==> config.mk <==
export PLATFORM = sky130hd
export DESIGN_NAME = simd_instruction_decoder
export DESIGN_NICKNAME = d
export VERILOG_FILES = /design/src/verilog/simd_ctrl_pkg.sv /design/src/verilog/simd_isa_pkg.sv /design/src/verilog/group_config_slot.sv /design/src/verilog/simd_inst_decode.sv /design/src/verilog/simd_inst_sequencer.sv /design/src/verilog/simd_instruction_decoder.sv
export VERILOG_INCLUDE_DIRS = /design/src /design/src/verilog
export SDC_FILE = /design/constraint.sdc
export NUM_CORES = 1
export LEC_CHECK = 0
export BUFFER_PORTS_ARGS = -buffer_cell sky130_fd_sc_hd__buf_4
export CAP_MARGIN = 20
export CELL_PAD_IN_SITES_DETAIL_PLACEMENT = 1
export CELL_PAD_IN_SITES_GLOBAL_PLACEMENT = 1
export CORE_MARGIN = 4
export CORE_UTILIZATION = 41
export DETAILED_ROUTE_END_ITERATION = 8
export MAX_ROUTING_LAYER = met4
export PLACE_DENSITY = 0.87
export SYNTH_ARGS = -nofsm -noshare
export SYNTH_HDL_FRONTEND = slang
export SYNTH_SLANG_ARGS = --single-unit
==> constraint.sdc <==
create_clock -name clk -period 4 [get_ports clk]
set_input_delay 0.2 -clock clk [delete_from_list [all_inputs] [get_ports clk]]
set_output_delay 0.2 -clock clk [all_outputs]
set_load 0.02 [all_outputs]
==> src/verilog/simd_decoder_config.svh <==
`ifndef SIMD_DECODER_CONFIG_SVH
`define SIMD_DECODER_CONFIG_SVH

// instruction field widths
`define SIMD_OPCODE_BITS     4
`define SIMD_FN_BITS         4
`define SIMD_NS_ID_BITS      3
`define SIMD_NS_INDEX_BITS   5

`define SIMD_GROUP_ID_W      4
`define SIMD_NUM_GROUPS      16
`define SIMD_IMEM_ADDR_W     10
`define SIMD_LOOP_W          12
`define SIMD_IMEM_LATENCY    2

// function codes
`define SIMD_FN_LOOP_ITER    4'd1
`define SIMD_FN_LOOP_START   4'd2
`define SIMD_FN_LD_START     4'd5
`define SIMD_FN_ST_START     4'd13
`define SIMD_FN_PERM_START   4'd3
// upper three bits of the end-of-execution sync
`define SIMD_FN_EX_END       3'b110

`endif

==> src/verilog/simd_ctrl_pkg.sv <==
`include "simd_decoder_config.svh"

package simd_ctrl_pkg;

	typedef enum logic [2:0] {
		IDLE,
		GET_GROUP_START_ADDR,
		INST_READ,
		IN_LOOP,
		LD,
		ST,
		PERMUTATION
	} seq_state_e;

	typedef logic [`SIMD_IMEM_ADDR_W-1:0] imem_addr_t;
	typedef logic [`SIMD_LOOP_W-1:0]      loop_count_t;
	typedef logic [`SIMD_GROUP_ID_W-1:0]  group_id_t;

	// one-hot-ish class of the accepted word
	typedef struct packed {
		logic loop_iter;
		logic loop_start;
		logic ld_start;
		logic st_start;
		logic perm_start;
		logic ex_end;
		logic group_start;
	} inst_class_t;

endpackage

==> src/verilog/simd_isa_pkg.sv <==
`include "simd_decoder_config.svh"

package simd_isa_pkg;

	typedef enum logic [`SIMD_OPCODE_BITS-1:0] {
		OP_LD_ST       = 4'd5,
		OP_LOOP        = 4'd7,
		OP_PERMUTATION = 4'd8,
		OP_SYNC        = 4'd10
	} opcode_e;

	typedef logic [`SIMD_FN_BITS-1:0]       fn_t;
	typedef logic [`SIMD_NS_ID_BITS-1:0]    ns_id_t;
	typedef logic [`SIMD_NS_INDEX_BITS-1:0] ns_index_t;

	// namespace id above index, as in the word
	typedef struct packed {
		ns_id_t    ns_id;
		ns_index_t ns_index;
	} operand_t;

	// msb first: opcode, fn, dest, src1, src2
	typedef struct packed {
		opcode_e  opcode;
		fn_t      fn;
		operand_t dest;
		operand_t src1;
		operand_t src2;
	} inst_fields_t;

	typedef logic [$bits(inst_fields_t)-1:0] inst_word_t;

endpackage
==> src/verilog/group_config_slot.sv <==
`timescale 1ns/1ps

module group_config_slot #(
	parameter int SLOT_ID = 0
) (
	input  logic                     clk,
	input  logic                     reset,
	input  simd_ctrl_pkg::group_id_t group_id,
	input  logic                     ld_start,
	input  logic                     st_start,
	input  logic                     simd_tiles_done,
	output logic                     ld_done,
	output logic                     st_done
);

	logic hit;

	assign hit = (group_id == simd_ctrl_pkg::group_id_t'(SLOT_ID));

	// load flag drops again once all tiles are through
	always_ff @(posedge clk) begin
		if (reset || simd_tiles_done)
			ld_done <= 1'b0;
		else if (ld_start && hit)
			ld_done <= 1'b1;
	end

	always_ff @(posedge clk) begin
		if (reset)
			st_done <= 1'b0;
		else if (st_start && hit)
			st_done <= 1'b1;
	end

endmodule

==> src/verilog/simd_inst_decode.sv <==
`timescale 1ns/1ps
`include "simd_decoder_config.svh"

module simd_inst_decode (
	input  logic                        clk,
	input  logic                        reset,
	input  simd_isa_pkg::inst_word_t    instruction_in,
	input  logic                        accept,
	output simd_isa_pkg::inst_fields_t  fields,
	output simd_ctrl_pkg::inst_class_t  cls,
	output simd_ctrl_pkg::loop_count_t  loop_count,
	output simd_ctrl_pkg::loop_count_t  loop_len,
	output simd_ctrl_pkg::group_id_t    group_id,
	output logic                        ld_start,
	output logic                        st_start
);

	simd_isa_pkg::inst_fields_t raw;
	logic is_loop;
	logic is_ld_st;
	logic is_sync;

	assign raw = simd_isa_pkg::inst_fields_t'(instruction_in);
	assign fields = accept ? raw : '0;

	assign is_loop  = accept && (raw.opcode == simd_isa_pkg::OP_LOOP);
	assign is_ld_st = accept && (raw.opcode == simd_isa_pkg::OP_LD_ST);
	assign is_sync  = accept && (raw.opcode == simd_isa_pkg::OP_SYNC);

	always_comb begin
		cls.loop_iter   = is_loop && (raw.fn == `SIMD_FN_LOOP_ITER);
		cls.loop_start  = is_loop && (raw.fn == `SIMD_FN_LOOP_START);
		cls.ld_start    = is_ld_st && (raw.fn == `SIMD_FN_LD_START);
		cls.st_start    = is_ld_st && (raw.fn == `SIMD_FN_ST_START);
		cls.perm_start  = accept && (raw.opcode == simd_isa_pkg::OP_PERMUTATION) &&
			(raw.fn == `SIMD_FN_PERM_START);
		cls.ex_end      = is_sync && (raw.fn[3:1] == `SIMD_FN_EX_END);
		cls.group_start = is_sync && raw.fn[3] && !raw.fn[2];
	end

	assign ld_start = cls.ld_start;
	assign st_start = cls.st_start;

	// loop count and body length come from the low bits of the word
	always_ff @(posedge clk) begin
		if (reset) begin
			loop_count <= '0;
			loop_len <= '0;
		end else begin
			if (cls.loop_iter)
				loop_count <= instruction_in[`SIMD_LOOP_W-1:0];
			if (cls.loop_start)
				loop_len <= instruction_in[`SIMD_LOOP_W-1:0];
		end
	end

	// group id is split over fn and the dest namespace id
	always_ff @(posedge clk) begin
		if (reset)
			group_id <= '0;
		else if (cls.group_start)
			group_id <= {raw.fn[1:0], raw.dest.ns_id[2:1]};
	end

endmodule

==> src/verilog/simd_inst_sequencer.sv <==
`timescale 1ns/1ps
`include "simd_decoder_config.svh"

module simd_inst_sequencer (
	input  logic                        clk,
	input  logic                        reset,
	input  logic                        start,
	input  logic                        group_buf_rd_v,
	input  simd_ctrl_pkg::imem_addr_t   group_buf_rd_data,
	input  logic                        instruction_in_v,
	input  simd_ctrl_pkg::inst_class_t  cls,
	input  simd_ctrl_pkg::loop_count_t  loop_count,
	input  simd_ctrl_pkg::loop_count_t  loop_len,
	input  logic                        ld_mem_simd_done,
	input  logic                        st_mem_simd_done,
	input  logic                        data_shuffle_done,
	output logic                        accept,
	output simd_ctrl_pkg::imem_addr_t   imem_rd_address,
	output logic                        imem_rd_req,
	output logic                        ready,
	output logic                        stall,
	output logic                        in_ld_st,
	output logic                        in_shuffle,
	output logic                        in_single_loop,
	output logic                        done
);

	localparam int CNT_W = $clog2(`SIMD_IMEM_LATENCY + 2);

	simd_ctrl_pkg::seq_state_e  state_q, state_d;
	simd_ctrl_pkg::imem_addr_t  addr_d, dec_addr_q, dec_addr_d;
	simd_ctrl_pkg::imem_addr_t  loop_first_q, loop_last;
	simd_ctrl_pkg::loop_count_t pass_q, pass_d;
	logic                       req_d, stall_d, jump, resume, fetching;
	logic [CNT_W-1:0]           inflight_q, inflight_d, drop_q, drop_d;

	assign fetching = (state_q == simd_ctrl_pkg::INST_READ) || (state_q == simd_ctrl_pkg::IN_LOOP);
	assign accept = fetching && instruction_in_v && (drop_q == '0);
	assign loop_last = loop_first_q + simd_ctrl_pkg::imem_addr_t'(loop_len) - 1'b1;

	// words requested but not yet returned
	assign inflight_d = inflight_q + CNT_W'(imem_rd_req) - CNT_W'(instruction_in_v);
	// a jump discards everything still on its way back
	assign drop_d = jump ? inflight_d :
		(instruction_in_v && (drop_q != '0)) ? drop_q - 1'b1 : drop_q;

	assign resume = ((state_q == simd_ctrl_pkg::LD) && ld_mem_simd_done) ||
		((state_q == simd_ctrl_pkg::ST) && st_mem_simd_done) ||
		((state_q == simd_ctrl_pkg::PERMUTATION) && data_shuffle_done);

	always_comb begin
		state_d = state_q;
		addr_d = imem_rd_req ? imem_rd_address + 1'b1 : imem_rd_address;
		req_d = imem_rd_req;
		dec_addr_d = accept ? dec_addr_q + 1'b1 : dec_addr_q;
		pass_d = pass_q;
		stall_d = stall;
		jump = 1'b0;
		unique case (state_q)
			simd_ctrl_pkg::IDLE: begin
				if (start)
					state_d = simd_ctrl_pkg::GET_GROUP_START_ADDR;
			end
			simd_ctrl_pkg::GET_GROUP_START_ADDR: begin
				if (group_buf_rd_v) begin
					state_d = simd_ctrl_pkg::INST_READ;
					addr_d = group_buf_rd_data;
					dec_addr_d = group_buf_rd_data;
					req_d = 1'b1;
					jump = 1'b1;
				end
			end
			simd_ctrl_pkg::INST_READ, simd_ctrl_pkg::IN_LOOP: begin
				if (cls.ex_end) begin
					state_d = simd_ctrl_pkg::IDLE;
					req_d = 1'b0;
					jump = 1'b1;
				end else if (cls.ld_start || cls.st_start || cls.perm_start) begin
					state_d = cls.ld_start ? simd_ctrl_pkg::LD :
						cls.st_start ? simd_ctrl_pkg::ST : simd_ctrl_pkg::PERMUTATION;
					req_d = 1'b0;
					stall_d = 1'b1;
					jump = 1'b1;
				end else if (cls.loop_start) begin
					state_d = simd_ctrl_pkg::IN_LOOP;
					pass_d = 1;
				end else if (accept && (state_q == simd_ctrl_pkg::IN_LOOP) &&
						(dec_addr_q == loop_last)) begin
					// count of zero falls out as a single pass
					if (pass_q >= loop_count) begin
						state_d = simd_ctrl_pkg::INST_READ;
					end else begin
						pass_d = pass_q + 1'b1;
						addr_d = loop_first_q;
						dec_addr_d = loop_first_q;
						req_d = 1'b1;
						jump = 1'b1;
					end
				end
			end
			default: begin
				// stall states, dec_addr_q already points past the start word
				if (resume) begin
					state_d = simd_ctrl_pkg::INST_READ;
					addr_d = dec_addr_q;
					req_d = 1'b1;
					stall_d = 1'b0;
				end
			end
		endcase
	end

	always_ff @(posedge clk) begin
		if (reset) begin
			state_q <= simd_ctrl_pkg::IDLE;
			imem_rd_address <= '0;
			imem_rd_req <= 1'b0;
			stall <= 1'b0;
			done <= 1'b0;
			pass_q <= '0;
			inflight_q <= '0;
			drop_q <= '0;
		end else begin
			state_q <= state_d;
			imem_rd_address <= addr_d;
			imem_rd_req <= req_d;
			stall <= stall_d;
			done <= cls.ex_end;
			pass_q <= pass_d;
			inflight_q <= inflight_d;
			drop_q <= drop_d;
		end
	end

	always_ff @(posedge clk) begin
		dec_addr_q <= dec_addr_d;
		if (cls.loop_start)
			loop_first_q <= dec_addr_q + 1'b1;
	end

	assign ready = (state_q == simd_ctrl_pkg::IDLE);
	assign in_ld_st = (state_q == simd_ctrl_pkg::LD) || (state_q == simd_ctrl_pkg::ST);
	assign in_shuffle = (state_q == simd_ctrl_pkg::PERMUTATION);
	assign in_single_loop = (state_q == simd_ctrl_pkg::IN_LOOP);

endmodule

==> src/verilog/simd_instruction_decoder.sv <==
`timescale 1ns/1ps
`include "simd_decoder_config.svh"

module simd_instruction_decoder (
	input  logic                        clk,
	input  logic                        reset,
	input  logic                        start,
	input  simd_ctrl_pkg::group_id_t    group_id_s,
	input  simd_ctrl_pkg::imem_addr_t   group_buf_rd_data,
	input  logic                        group_buf_rd_v,
	output logic                        group_buf_rd_req,
	output simd_ctrl_pkg::group_id_t    group_buf_rd_addr,
	input  simd_isa_pkg::inst_word_t    instruction_in,
	input  logic                        instruction_in_v,
	input  logic                        ld_mem_simd_done,
	input  logic                        st_mem_simd_done,
	input  logic                        data_shuffle_done,
	input  logic                        simd_tiles_done,
	output simd_ctrl_pkg::imem_addr_t   imem_rd_address,
	output logic                        imem_rd_req,
	output logic                        inst_v,
	output simd_isa_pkg::inst_fields_t  fields,
	output logic                        ready,
	output logic                        stall,
	output logic                        in_ld_st,
	output logic                        in_shuffle,
	output logic                        in_single_loop,
	output logic                        done,
	output simd_ctrl_pkg::group_id_t    ld_st_group_id,
	output logic [`SIMD_NUM_GROUPS-1:0] ld_config_done,
	output logic [`SIMD_NUM_GROUPS-1:0] st_config_done
);

	simd_ctrl_pkg::inst_class_t cls;
	simd_ctrl_pkg::loop_count_t loop_count, loop_len;
	logic                       accept, ld_start, st_start;

	// group buffer lookup one cycle after start
	always_ff @(posedge clk) begin
		if (reset)
			group_buf_rd_req <= 1'b0;
		else
			group_buf_rd_req <= start;
		group_buf_rd_addr <= group_id_s;
	end

	assign inst_v = accept;

	simd_inst_decode simd_inst_decode_inst (
		.clk            (clk),
		.reset          (reset),
		.instruction_in (instruction_in),
		.accept         (accept),
		.fields         (fields),
		.cls            (cls),
		.loop_count     (loop_count),
		.loop_len       (loop_len),
		.group_id       (ld_st_group_id),
		.ld_start       (ld_start),
		.st_start       (st_start)
	);

	simd_inst_sequencer simd_inst_sequencer_inst (
		.clk               (clk),
		.reset             (reset),
		.start             (start),
		.group_buf_rd_v    (group_buf_rd_v),
		.group_buf_rd_data (group_buf_rd_data),
		.instruction_in_v  (instruction_in_v),
		.cls               (cls),
		.loop_count        (loop_count),
		.loop_len          (loop_len),
		.ld_mem_simd_done  (ld_mem_simd_done),
		.st_mem_simd_done  (st_mem_simd_done),
		.data_shuffle_done (data_shuffle_done),
		.accept            (accept),
		.imem_rd_address   (imem_rd_address),
		.imem_rd_req       (imem_rd_req),
		.ready             (ready),
		.stall             (stall),
		.in_ld_st          (in_ld_st),
		.in_shuffle        (in_shuffle),
		.in_single_loop    (in_single_loop),
		.done              (done)
	);

	generate
		for (genvar g = 0; g < `SIMD_NUM_GROUPS; g++) begin : gen_slot
			group_config_slot #(
				.SLOT_ID (g)
			) group_config_slot_inst (
				.clk             (clk),
				.reset           (reset),
				.group_id        (ld_st_group_id),
				.ld_start        (ld_start),
				.st_start        (st_start),
				.simd_tiles_done (simd_tiles_done),
				.ld_done         (ld_config_done[g]),
				.st_done         (st_config_done[g])
			);
		end
	endgenerate

endmodule

==> run_results.csv, run 1 <==
group,metric,value,unit
status,outcome,"completed",
logic_synthesis,ys_ff_latch,115,
critical_path,slowest_stage,"or4_4",
placement,placed_cells,1150,
timing,skew,11.6,ps
pwr,p_sw_frac,0.375,
timing,slew_headroom,0.433,
logic_synthesis,syn_area,7020,sq um
clock_tree,worstSkewPairLatency,440,ps
cells_and_area,nets,1048,
global_route,grt_overflow_total,0,
detailed_routing,avgRoutedWirePerCell,18.8,microns
timing,fin_crit,3620,ps
clock_tree,htree_num_levels,4,
min_path,hp-class,"in -> reg",
logic_synthesis,syn_inst,853,
placement,globalplace.congestion,0.883,
logic_synthesis,yosysSeqAreaShare,0.342,
pwr,clock_power_share,0.349,
run,maxCapViolCount,0,
min_path,min_from,"instruction_in[11]",
timing,setup-tns-final,0,ps
global_route,grt_pass1_wl,36200,microns
logic_synthesis,async_flop_share,0,
critical_path,cpLargestDelayFamily,"simple AND/OR/NAND/NOR gates",
critical_path,required,4360,ps
logic_synthesis,synth_warnings,0,
floorplan,dieArea,19300,sq um
critical_path,startpoint_type,"register",
timing,setup_viol,0,
detailed_routing,num_vias,6560,
placement,port_buffers,145,
pwr,p_comb_frac,0.304,
min_path,hold_end,"simd_inst_decode_inst.loop_count[11]",
logic_synthesis,yosys-top-cells-area,"dfxtp_1 (30%), ha_1 (6.2%), a21oi_1 (4.8%)",
detailed_routing,drt-total-wl,22400,microns
critical_path,critPathMaxFanout,12,
critical_path,cp_cell_sequence,"inv_1 -> ha_1 -> inv_1 -> ha_1 -> inv_1 -> fa_1 -> xor2_1 -> nand3_1 -> nor4_2 -> nand3_2 -> or4_4 -> or4_1 -> a21oi_1",
timing,hold_slack,12.7,ps
global_route,first_global_vias,6878,
cells_and_area,multi_input_area,3920,sq um
critical_path,max_stage_delay,590,ps
pwr,peakVddDrop,0.327,mV
floorplan,rows,47,
floorplan,core,16700,sq um
placement,hpwl,16300,microns
cells_and_area,seq_area,2400,sq um
cells_and_area,nFillCells,2028,
floorplan,ioPinCount,146,
floorplan,initial_core_util,0.421,
global_route,grt_usage,0.239,
logic_synthesis,syn-mean-instance-area,8.23,sq um
critical_path,r2r_setup_slack,380,ps
floorplan,dieHeight,139,microns
clock_tree,clock-sinks,115,
clock_tree,cts_buffer_depth,2,
critical_path,critPathKind,"reg -> reg",
cells_and_area,final_cell_count_no_fill,1190,
detailed_routing,firstDrtPassIters,5,
cells_and_area,drive_gt1_frac,0.224,
pwr,total_leakage_power,3.62,nW
critical_path,reg2reg_depth,13,
critical_path,arrival,3980,ps
global_route,grt_max_degree,75,
pwr,p_int,2.64,mW
cells_and_area,antenna_cells,0,
floorplan,chipWidth,139,microns
logic_synthesis,synth.distinct_cells,74,
timing,hold_viol,0,
timing,finalCritPeriodShare,0.905,
clock_tree,cts_buffers,17,
timing,timing.fmax,276,MHz
logic_synthesis,synth_edf_count,10,
detailed_routing,viasPerCell,5.51,
detailed_routing,antenna_left,0,
critical_path,crit_buf_inv,3,
critical_path,rr_endpoint,"simd_inst_sequencer_inst.pass_q[4]",
timing,rsz0062_at_grt,"no",
timing,finalMaxSlewViolations,0,
logic_synthesis,synth.largest_area_cell,"dfxtp_1",
logic_synthesis,synthFlopType,"dfxtp_1",
detailed_routing,drtIter0Drc,518,
timing,max_slew.worst_pin.slew,848,ps
critical_path,endpoint_kind,"register",
logic_synthesis,synth.top_cell.area_share,0.299,
clock_tree,clkSlewWorstSetupHoldPaths,70,ps
min_path,hold_depth,3,
cells_and_area,area_growth,23.6,%
critical_path,path_common_cell,"inv_1",
clock_tree,cts_tree,"built",
detailed_routing,drc,0,
critical_path,rr_startpoint,"simd_inst_sequencer_inst.loop_first_q[1]",
pwr,p_switching,1.59,mW
pwr,power_density,487,nW/um^2
pwr,seqPwrFrac,0.347,
global_route,antenna_found_initial,0,
clock_tree,root_buffer,"clkbuf_16",
logic_synthesis,syn-num-nets,944,
[metrics by stage]
stage	cell area (sq um)	util	setup slack (ps)	total power [mW]
after detailed placement	8040	0.481	462	2.74
final	8680	0.520	379	4.23
after global placement	8040	0.481	582	2.71
after global routing	8680	0.520	195	4.44
after floorplan	7020	-	799	2.30
after CTS	8680	0.520	365	4.24
[cell type report]
cell class              instances  share of cell area
multi-input cells             590               0.452
well taps                     220              0.0317
clock buffers                  17              0.0490
inverters                      67              0.0290
repair buffers                166               0.146
flip-flops and latches        115               0.277
clock inverters                15              0.0156
[layer usage]
layer | vias up | wire length, microns | global-route usage | part of all wire
li1 | 3138 | - | - | -
met1 | 3193 | 9630 | 0.283 | 0.43
met2 | 190 | 10900 | 0.392 | 0.49
met3 | 39 | 1320 | 0.0648 | 0.059
met4 | 0 | 497 | 0.0855 | 0.022
met5 | - | 0 | - | 0
[how the worst max path moves through the flow]
stage	from	endpoint	slack, ps	depth (start not counted)
floorplan	simd_inst_sequencer_inst.loop_first_q[1]	simd_inst_sequencer_inst.pass_q[4]	800	13
global placement	simd_inst_sequencer_inst.loop_first_q[1]	simd_inst_sequencer_inst.pass_q[4]	580	13
detailed placement	simd_inst_sequencer_inst.loop_first_q[1]	simd_inst_sequencer_inst.pass_q[4]	460	13
CTS	simd_inst_sequencer_inst.loop_first_q[1]	simd_inst_sequencer_inst.pass_q[4]	360	13
global route	simd_inst_sequencer_inst.loop_first_q[1]	simd_inst_sequencer_inst.pass_q[4]	190	13
finish	simd_inst_sequencer_inst.loop_first_q[1]	simd_inst_sequencer_inst.pass_q[4]	380	13
[power groups by stage]
stage | Combinational [mW] | Clock, mW | Sequential (mW)
2_1_floorplan | 0.910 | 0 | 1.39
3_3_place_gp | 1.23 | 0 | 1.48
3_5_place_dp | 1.26 | 0 | 1.48
4_1_cts | 1.28 | 1.50 | 1.46
5_1_grt | 1.40 | 1.56 | 1.48
6_report | 1.28 | 1.48 | 1.47
[repair_timing]
action                    in CTS  in global routing
hold endpoints to repair       8                  0
gates resized for setup        0                  0
hold buffers                   8                  0
setup buffers                  0                  0
[logic make-up after synthesis]
family / after synthesis / share of synthesized area
buffers and inverters: 148 / 0.101
XOR/XNOR: 43 / 0.0536
AND/OR/NAND/NOR: 314 / 0.239
adder cells (fa/ha/maj): 36 / 0.0652
multiplexers: 27 / 0.0394
flip-flops: 115 / 0.342
AO/OA/AOI/OAI: 170 / 0.159
[synthesized netlist by cell type, drive strengths merged, types with 3 or more instances]
library cell / number
mux2i: 22
o211ai: 8
a22oi: 8
a31oi: 10
ha: 35
xnor2: 27
a311o: 5
nor2: 82
nand4b: 5
nor3: 12
nand3: 20
and3: 13
a21oi: 68
o21ai: 24
nor2b: 17
nand4: 17
a211oi: 6
a21o: 9
nand2: 64
nand3b: 7
nor3b: 5
inv: 67
a31o: 4
nor4: 7
buf: 49
nand2b: 4
a221oi: 4
o221ai: 3
and4: 3
edfxtp: 10
and2: 40
mux2: 5
dfxtp: 105
xor2: 16
a222oi: 4
or3: 9
or4: 3
o2111ai: 4
clkbuf: 32
[sequential cells by signal, summed over array words and instances, names as in the netlist, 4 cells and up]
name	flops
gen_slot.group_config_slot_inst.ld_done	16
gen_slot.group_config_slot_inst.st_done	16
group_buf_rd_addr	4
simd_inst_decode_inst.group_id	4
simd_inst_decode_inst.loop_count	12
simd_inst_decode_inst.loop_len	10
simd_inst_sequencer_inst.dec_addr_q	10
simd_inst_sequencer_inst.imem_rd_address	10
simd_inst_sequencer_inst.loop_first_q	10
simd_inst_sequencer_inst.pass_q	12
[worst reg2reg max path: cells and delay by family, from the launching register on]
family	cells	cell delay [ps]
DFF	1	420
AOI/OAI and AO/OA	1	140
buffers and inverters	3	220
and+or+nand+nor	5	1700
adders and majority gates	3	920
xor gates and xnor gates	1	150
[cells in the final DEF, fill, tap and decap left out, drive strengths merged, types with 4 or more instances in the layout]
| master | count |
|---|---|
| a211oi | 6 |
| a21o | 9 |
| a21oi | 68 |
| a221oi | 4 |
| a222oi | 4 |
| a22oi | 8 |
| a311o | 5 |
| a31o | 4 |
| a31oi | 10 |
| and2 | 40 |
| and3 | 13 |
| buf | 158 |
| clkbuf | 17 |
| dfxtp | 105 |
| dlygate4sd3 | 8 |
| edfxtp | 10 |
| ha | 35 |
| inv | 78 |
| mux2 | 5 |
| mux2i | 22 |
| nand2 | 64 |
| nand2b | 4 |
| nand3 | 20 |
| nand3b | 7 |
| nand4 | 17 |
| nand4b | 5 |
| nor2 | 82 |
| nor2b | 17 |
| nor3 | 12 |
| nor3b | 5 |
| nor4 | 7 |
| o2111ai | 4 |
| o211ai | 8 |
| o21ai | 24 |
| or3 | 9 |
| xnor2 | 27 |
| xor2 | 16 |
Power figures use the tool's default switching activity.
==> run 2, diff against run 1 <==
ABC_AREA = 1   (was default)
CORE_UTILIZATION = 36   (was 41)
PLACE_DENSITY = 0.83   (was 0.87)
RECOVER_POWER = 100   (was default)
clock period = 3.2 ns   (was 4 ns; I/O delays follow)
==> run 2 against run 1 <==
Via count up 15%. Area after synthesis up 5.3%. Maximum frequency up 15%. Sequential power up 20%. Routed wire length up 9.0%. Clock power up 29%. Largest cell class unchanged. Largest power group unchanged.
==> run_results.csv, run 2 <==
group,metric,value,unit
logic_synthesis,synth.distinct_cells,48,
pwr,total_leakage_power,4.28,nW
floorplan,rows,52,
critical_path,max_stage_delay,480,ps
pwr,power,5.34,mW
min_path,hp-class,"in -> reg",
clock_tree,clkSlewWorstSetupHoldPaths,60,ps
clock_tree,root_buffer,"clkbuf_16",
timing,setup_viol,0,
cells_and_area,reg_top3,"gen_slot.group_config_slot_inst.ld_done: 16 flops, gen_slot.group_config_slot_inst.st_done: 16 flops",
critical_path,cpLargestDelayFamily,"simple AND/OR/NAND/NOR gates",
timing,finalCritPeriodShare,0.988,
clock_tree,htree_num_levels,4,
placement,place_ws,35.6,ps
critical_path,crit_buf_inv,7,
logic_synthesis,synth_warnings,0,
critical_path,slowest_stage,"fa_1",
status,outcome,"completed",
critical_path,endpoint_kind,"register",
timing,skew,11.1,ps
placement,globalplace.congestion,0.864,
cells_and_area,utilization,0.453,
pwr,power_density,583,nW/um^2
critical_path,critPathMaxFanout,4,
critical_path,required,3530,ps
critical_path,startpoint_type,"register",
timing,setup-tns-final,0,ps
clock_tree,clock-sinks,115,
detailed_routing,drc,0,
logic_synthesis,syn_area,7390,sq um
cells_and_area,mostFrequentLayoutCells,"inv_1 (186), nand2_1 (178), nor2_1 (136)",
pwr,p_int,3.21,mW
critical_path,critPathKind,"reg -> reg",
logic_synthesis,synth_commonest_cells,"inv_1 (187), nand2_1 (181), nor2_1 (139), dfxtp_1 (105), a21oi_1 (75)",
logic_synthesis,synth_edf_count,10,
timing,hold_viol,0,
detailed_routing,antenna_left,0,
timing,finalMaxSlewViolations,0,
cells_and_area,final_cell_count_no_fill,1485,
logic_synthesis,syn_inst,1075,
cells_and_area,mostFrequentLayoutCell,"inv_1",
cells_and_area,antenna_cells,0,
logic_synthesis,syn-num-nets,1166,
logic_synthesis,syn-mean-instance-area,6.88,sq um
detailed_routing,num_vias,7561,
detailed_routing,avgRoutedWirePerCell,16.4,microns
global_route,grt_pass1_wl,38800,microns
floorplan,initial_core_util,0.365,
logic_synthesis,async_flop_share,0,
global_route,grt_overflow_total,0,
floorplan,dieHeight,151,microns
global_route,antenna_found_initial,0,
timing,layout_setup_ws,39.1,ps
global_route,first_global_vias,7899,
logic_synthesis,yosysSeqAreaShare,0.325,
pwr,peakVddDrop,0.425,mV
clock_tree,worstSkewPairLatency,440,ps
timing,slew_headroom,0.532,
timing,rsz0062_at_grt,"yes",
logic_synthesis,synth.largest_area_cell,"dfxtp_1",
clock_tree,cts_tree,"built",
detailed_routing,drt-total-wl,24400,microns
critical_path,cp_cell_sequence,"inv_1 -> ha_1 -> inv_1 -> ha_2 -> inv_2 -> fa_1 -> inv_1 -> nand2_1 -> nand2_1 -> nand2_1 -> nor2_1 -> nand3_1 -> nor2_2 -> nand3_2 -> inv_2 -> nand3_4 -> nor2_4 -> buf_12 -> nand3_1 -> nand3_1 -> nand3_1 -> nand2_1 -> inv_1",
logic_synthesis,synth.top_cell.area_share,0.284,
detailed_routing,drtIter0Drc,380,
global_route,grt_usage,0.219,
pwr,p_sw_frac,0.399,
cells_and_area,drive_gt1_frac,0.173,
logic_synthesis,ys_ff_latch,115,
pwr,p_comb_frac,0.312,
placement,hpwl,18300,microns
critical_path,arrival,3500,ps
clock_tree,cts_buffers,17,
logic_synthesis,synthFlopType,"dfxtp_1",
timing,fin_crit,3160,ps
cells_and_area,nets,1293,
floorplan,core,20200,sq um
logic_synthesis,synth.most_common_cell,"inv_1",
logic_synthesis,yosys-top-cells-area,"dfxtp_1 (28%), inv_1 (9.5%), nand2_1 (9.2%)",
pwr,p_switching,2.13,mW
clock_tree,cts_buffer_depth,2,
placement,placed_cells,1441,
timing,timing.fmax,316,MHz
cells_and_area,area_growth,23.9,%
detailed_routing,viasPerCell,5.09,
detailed_routing,firstDrtPassIters,4,
floorplan,chipWidth,151,microns
floorplan,dieArea,22900,sq um
placement,port_buffers,145,
run,maxCapViolCount,0,
global_route,grt_max_degree,48,
floorplan,ioPinCount,146,
pwr,seqPwrFrac,0.330,
pwr,clock_power_share,0.358,
timing,max_slew.worst_pin.slew,695,ps
-- run 2: logic make-up (layout without fill, tap and decap cells) --
family,after synthesis,count (layout),share of synthesized area
xor+xnor,31,31,0.0367
compound gates,192,192,0.153
simple gates,446,446,0.275
fa+ha+maj,36,36,0.0619
flops,115,115,0.325
buf+inv,255,395,0.149
-- run 2: path summary, 6_finish.rpt --
check	start	end	slack, ps	depth (start not counted)
setup / recovery	simd_inst_sequencer_inst.loop_first_q[1]	simd_inst_sequencer_inst.imem_rd_address[7]	40	23
hold / removal	instruction_in[11]	simd_inst_decode_inst.loop_count[11]	30	3
setup reg to reg	simd_inst_sequencer_inst.loop_first_q[1]	simd_inst_sequencer_inst.imem_rd_address[7]	40	23
hold reg to reg	simd_inst_decode_inst.loop_len[5]	simd_inst_decode_inst.loop_len[5]	470	2
-- run 2: cell type report --
class / instances / area [sq um]
inverter: 193 / 738
tap: 270 / 338
clock buffer: 17 / 425
multi-input combinational: 705 / 4000
fill: 2612 / 11100
timing repair buffer: 169 / 1100
clock inverter: 15 / 156
sequential: 115 / 2400
timing repair inverter: 1 / 5.00
-- run 2: tightest hold or removal path: stages --
cell and delay [ps]:
buf_4 110, nor2_1 90, a211oi_1 50
-- run 2: power groups by stage --
stage	logic (mW)	clock network (mW)	registers (mW)
after floorplan	1.11	0	1.75
after global placement	1.59	0	1.79
after detailed placement	1.64	0	1.79
after CTS	1.67	1.94	1.76
after global routing	1.85	2.01	1.78
final	1.67	1.91	1.76
-- run 2: layer usage --
| layer | up-vias | GRT usage | share of wire | wire, microns |
|---|---|---|---|---|
| met3 | 50 | 0.0479 | 0.056 | 1380 |
| met5 | - | - | 0 | 0 |
| met4 | 0 | 0.0712 | 0.025 | 599 |
| met1 | 3623 | 0.258 | 0.42 | 10200 |
| li1 | 3687 | - | - | - |
| met2 | 201 | 0.373 | 0.50 | 12300 |
-- run 2: repair_timing --
action / 4_1_cts / 5_1_grt
hold endpoints to repair: 7 / 0
gates resized for setup: 2 / 28
hold buffers: 7 / 0
pin swaps: 0 / 5
setup buffers: 0 / 4
cloned: 0 / 1
setup endpoints to repair: 11 / 33
-- run 2: metrics by stage --
stage	area [sq um]	hold slack, ps
3_3_place_gp	8540	265
3_5_place_dp	8540	266
5_1_grt	9160	24.7
2_1_floorplan	7390	188
4_1_cts	9200	12.7
6_report	9160	26.8
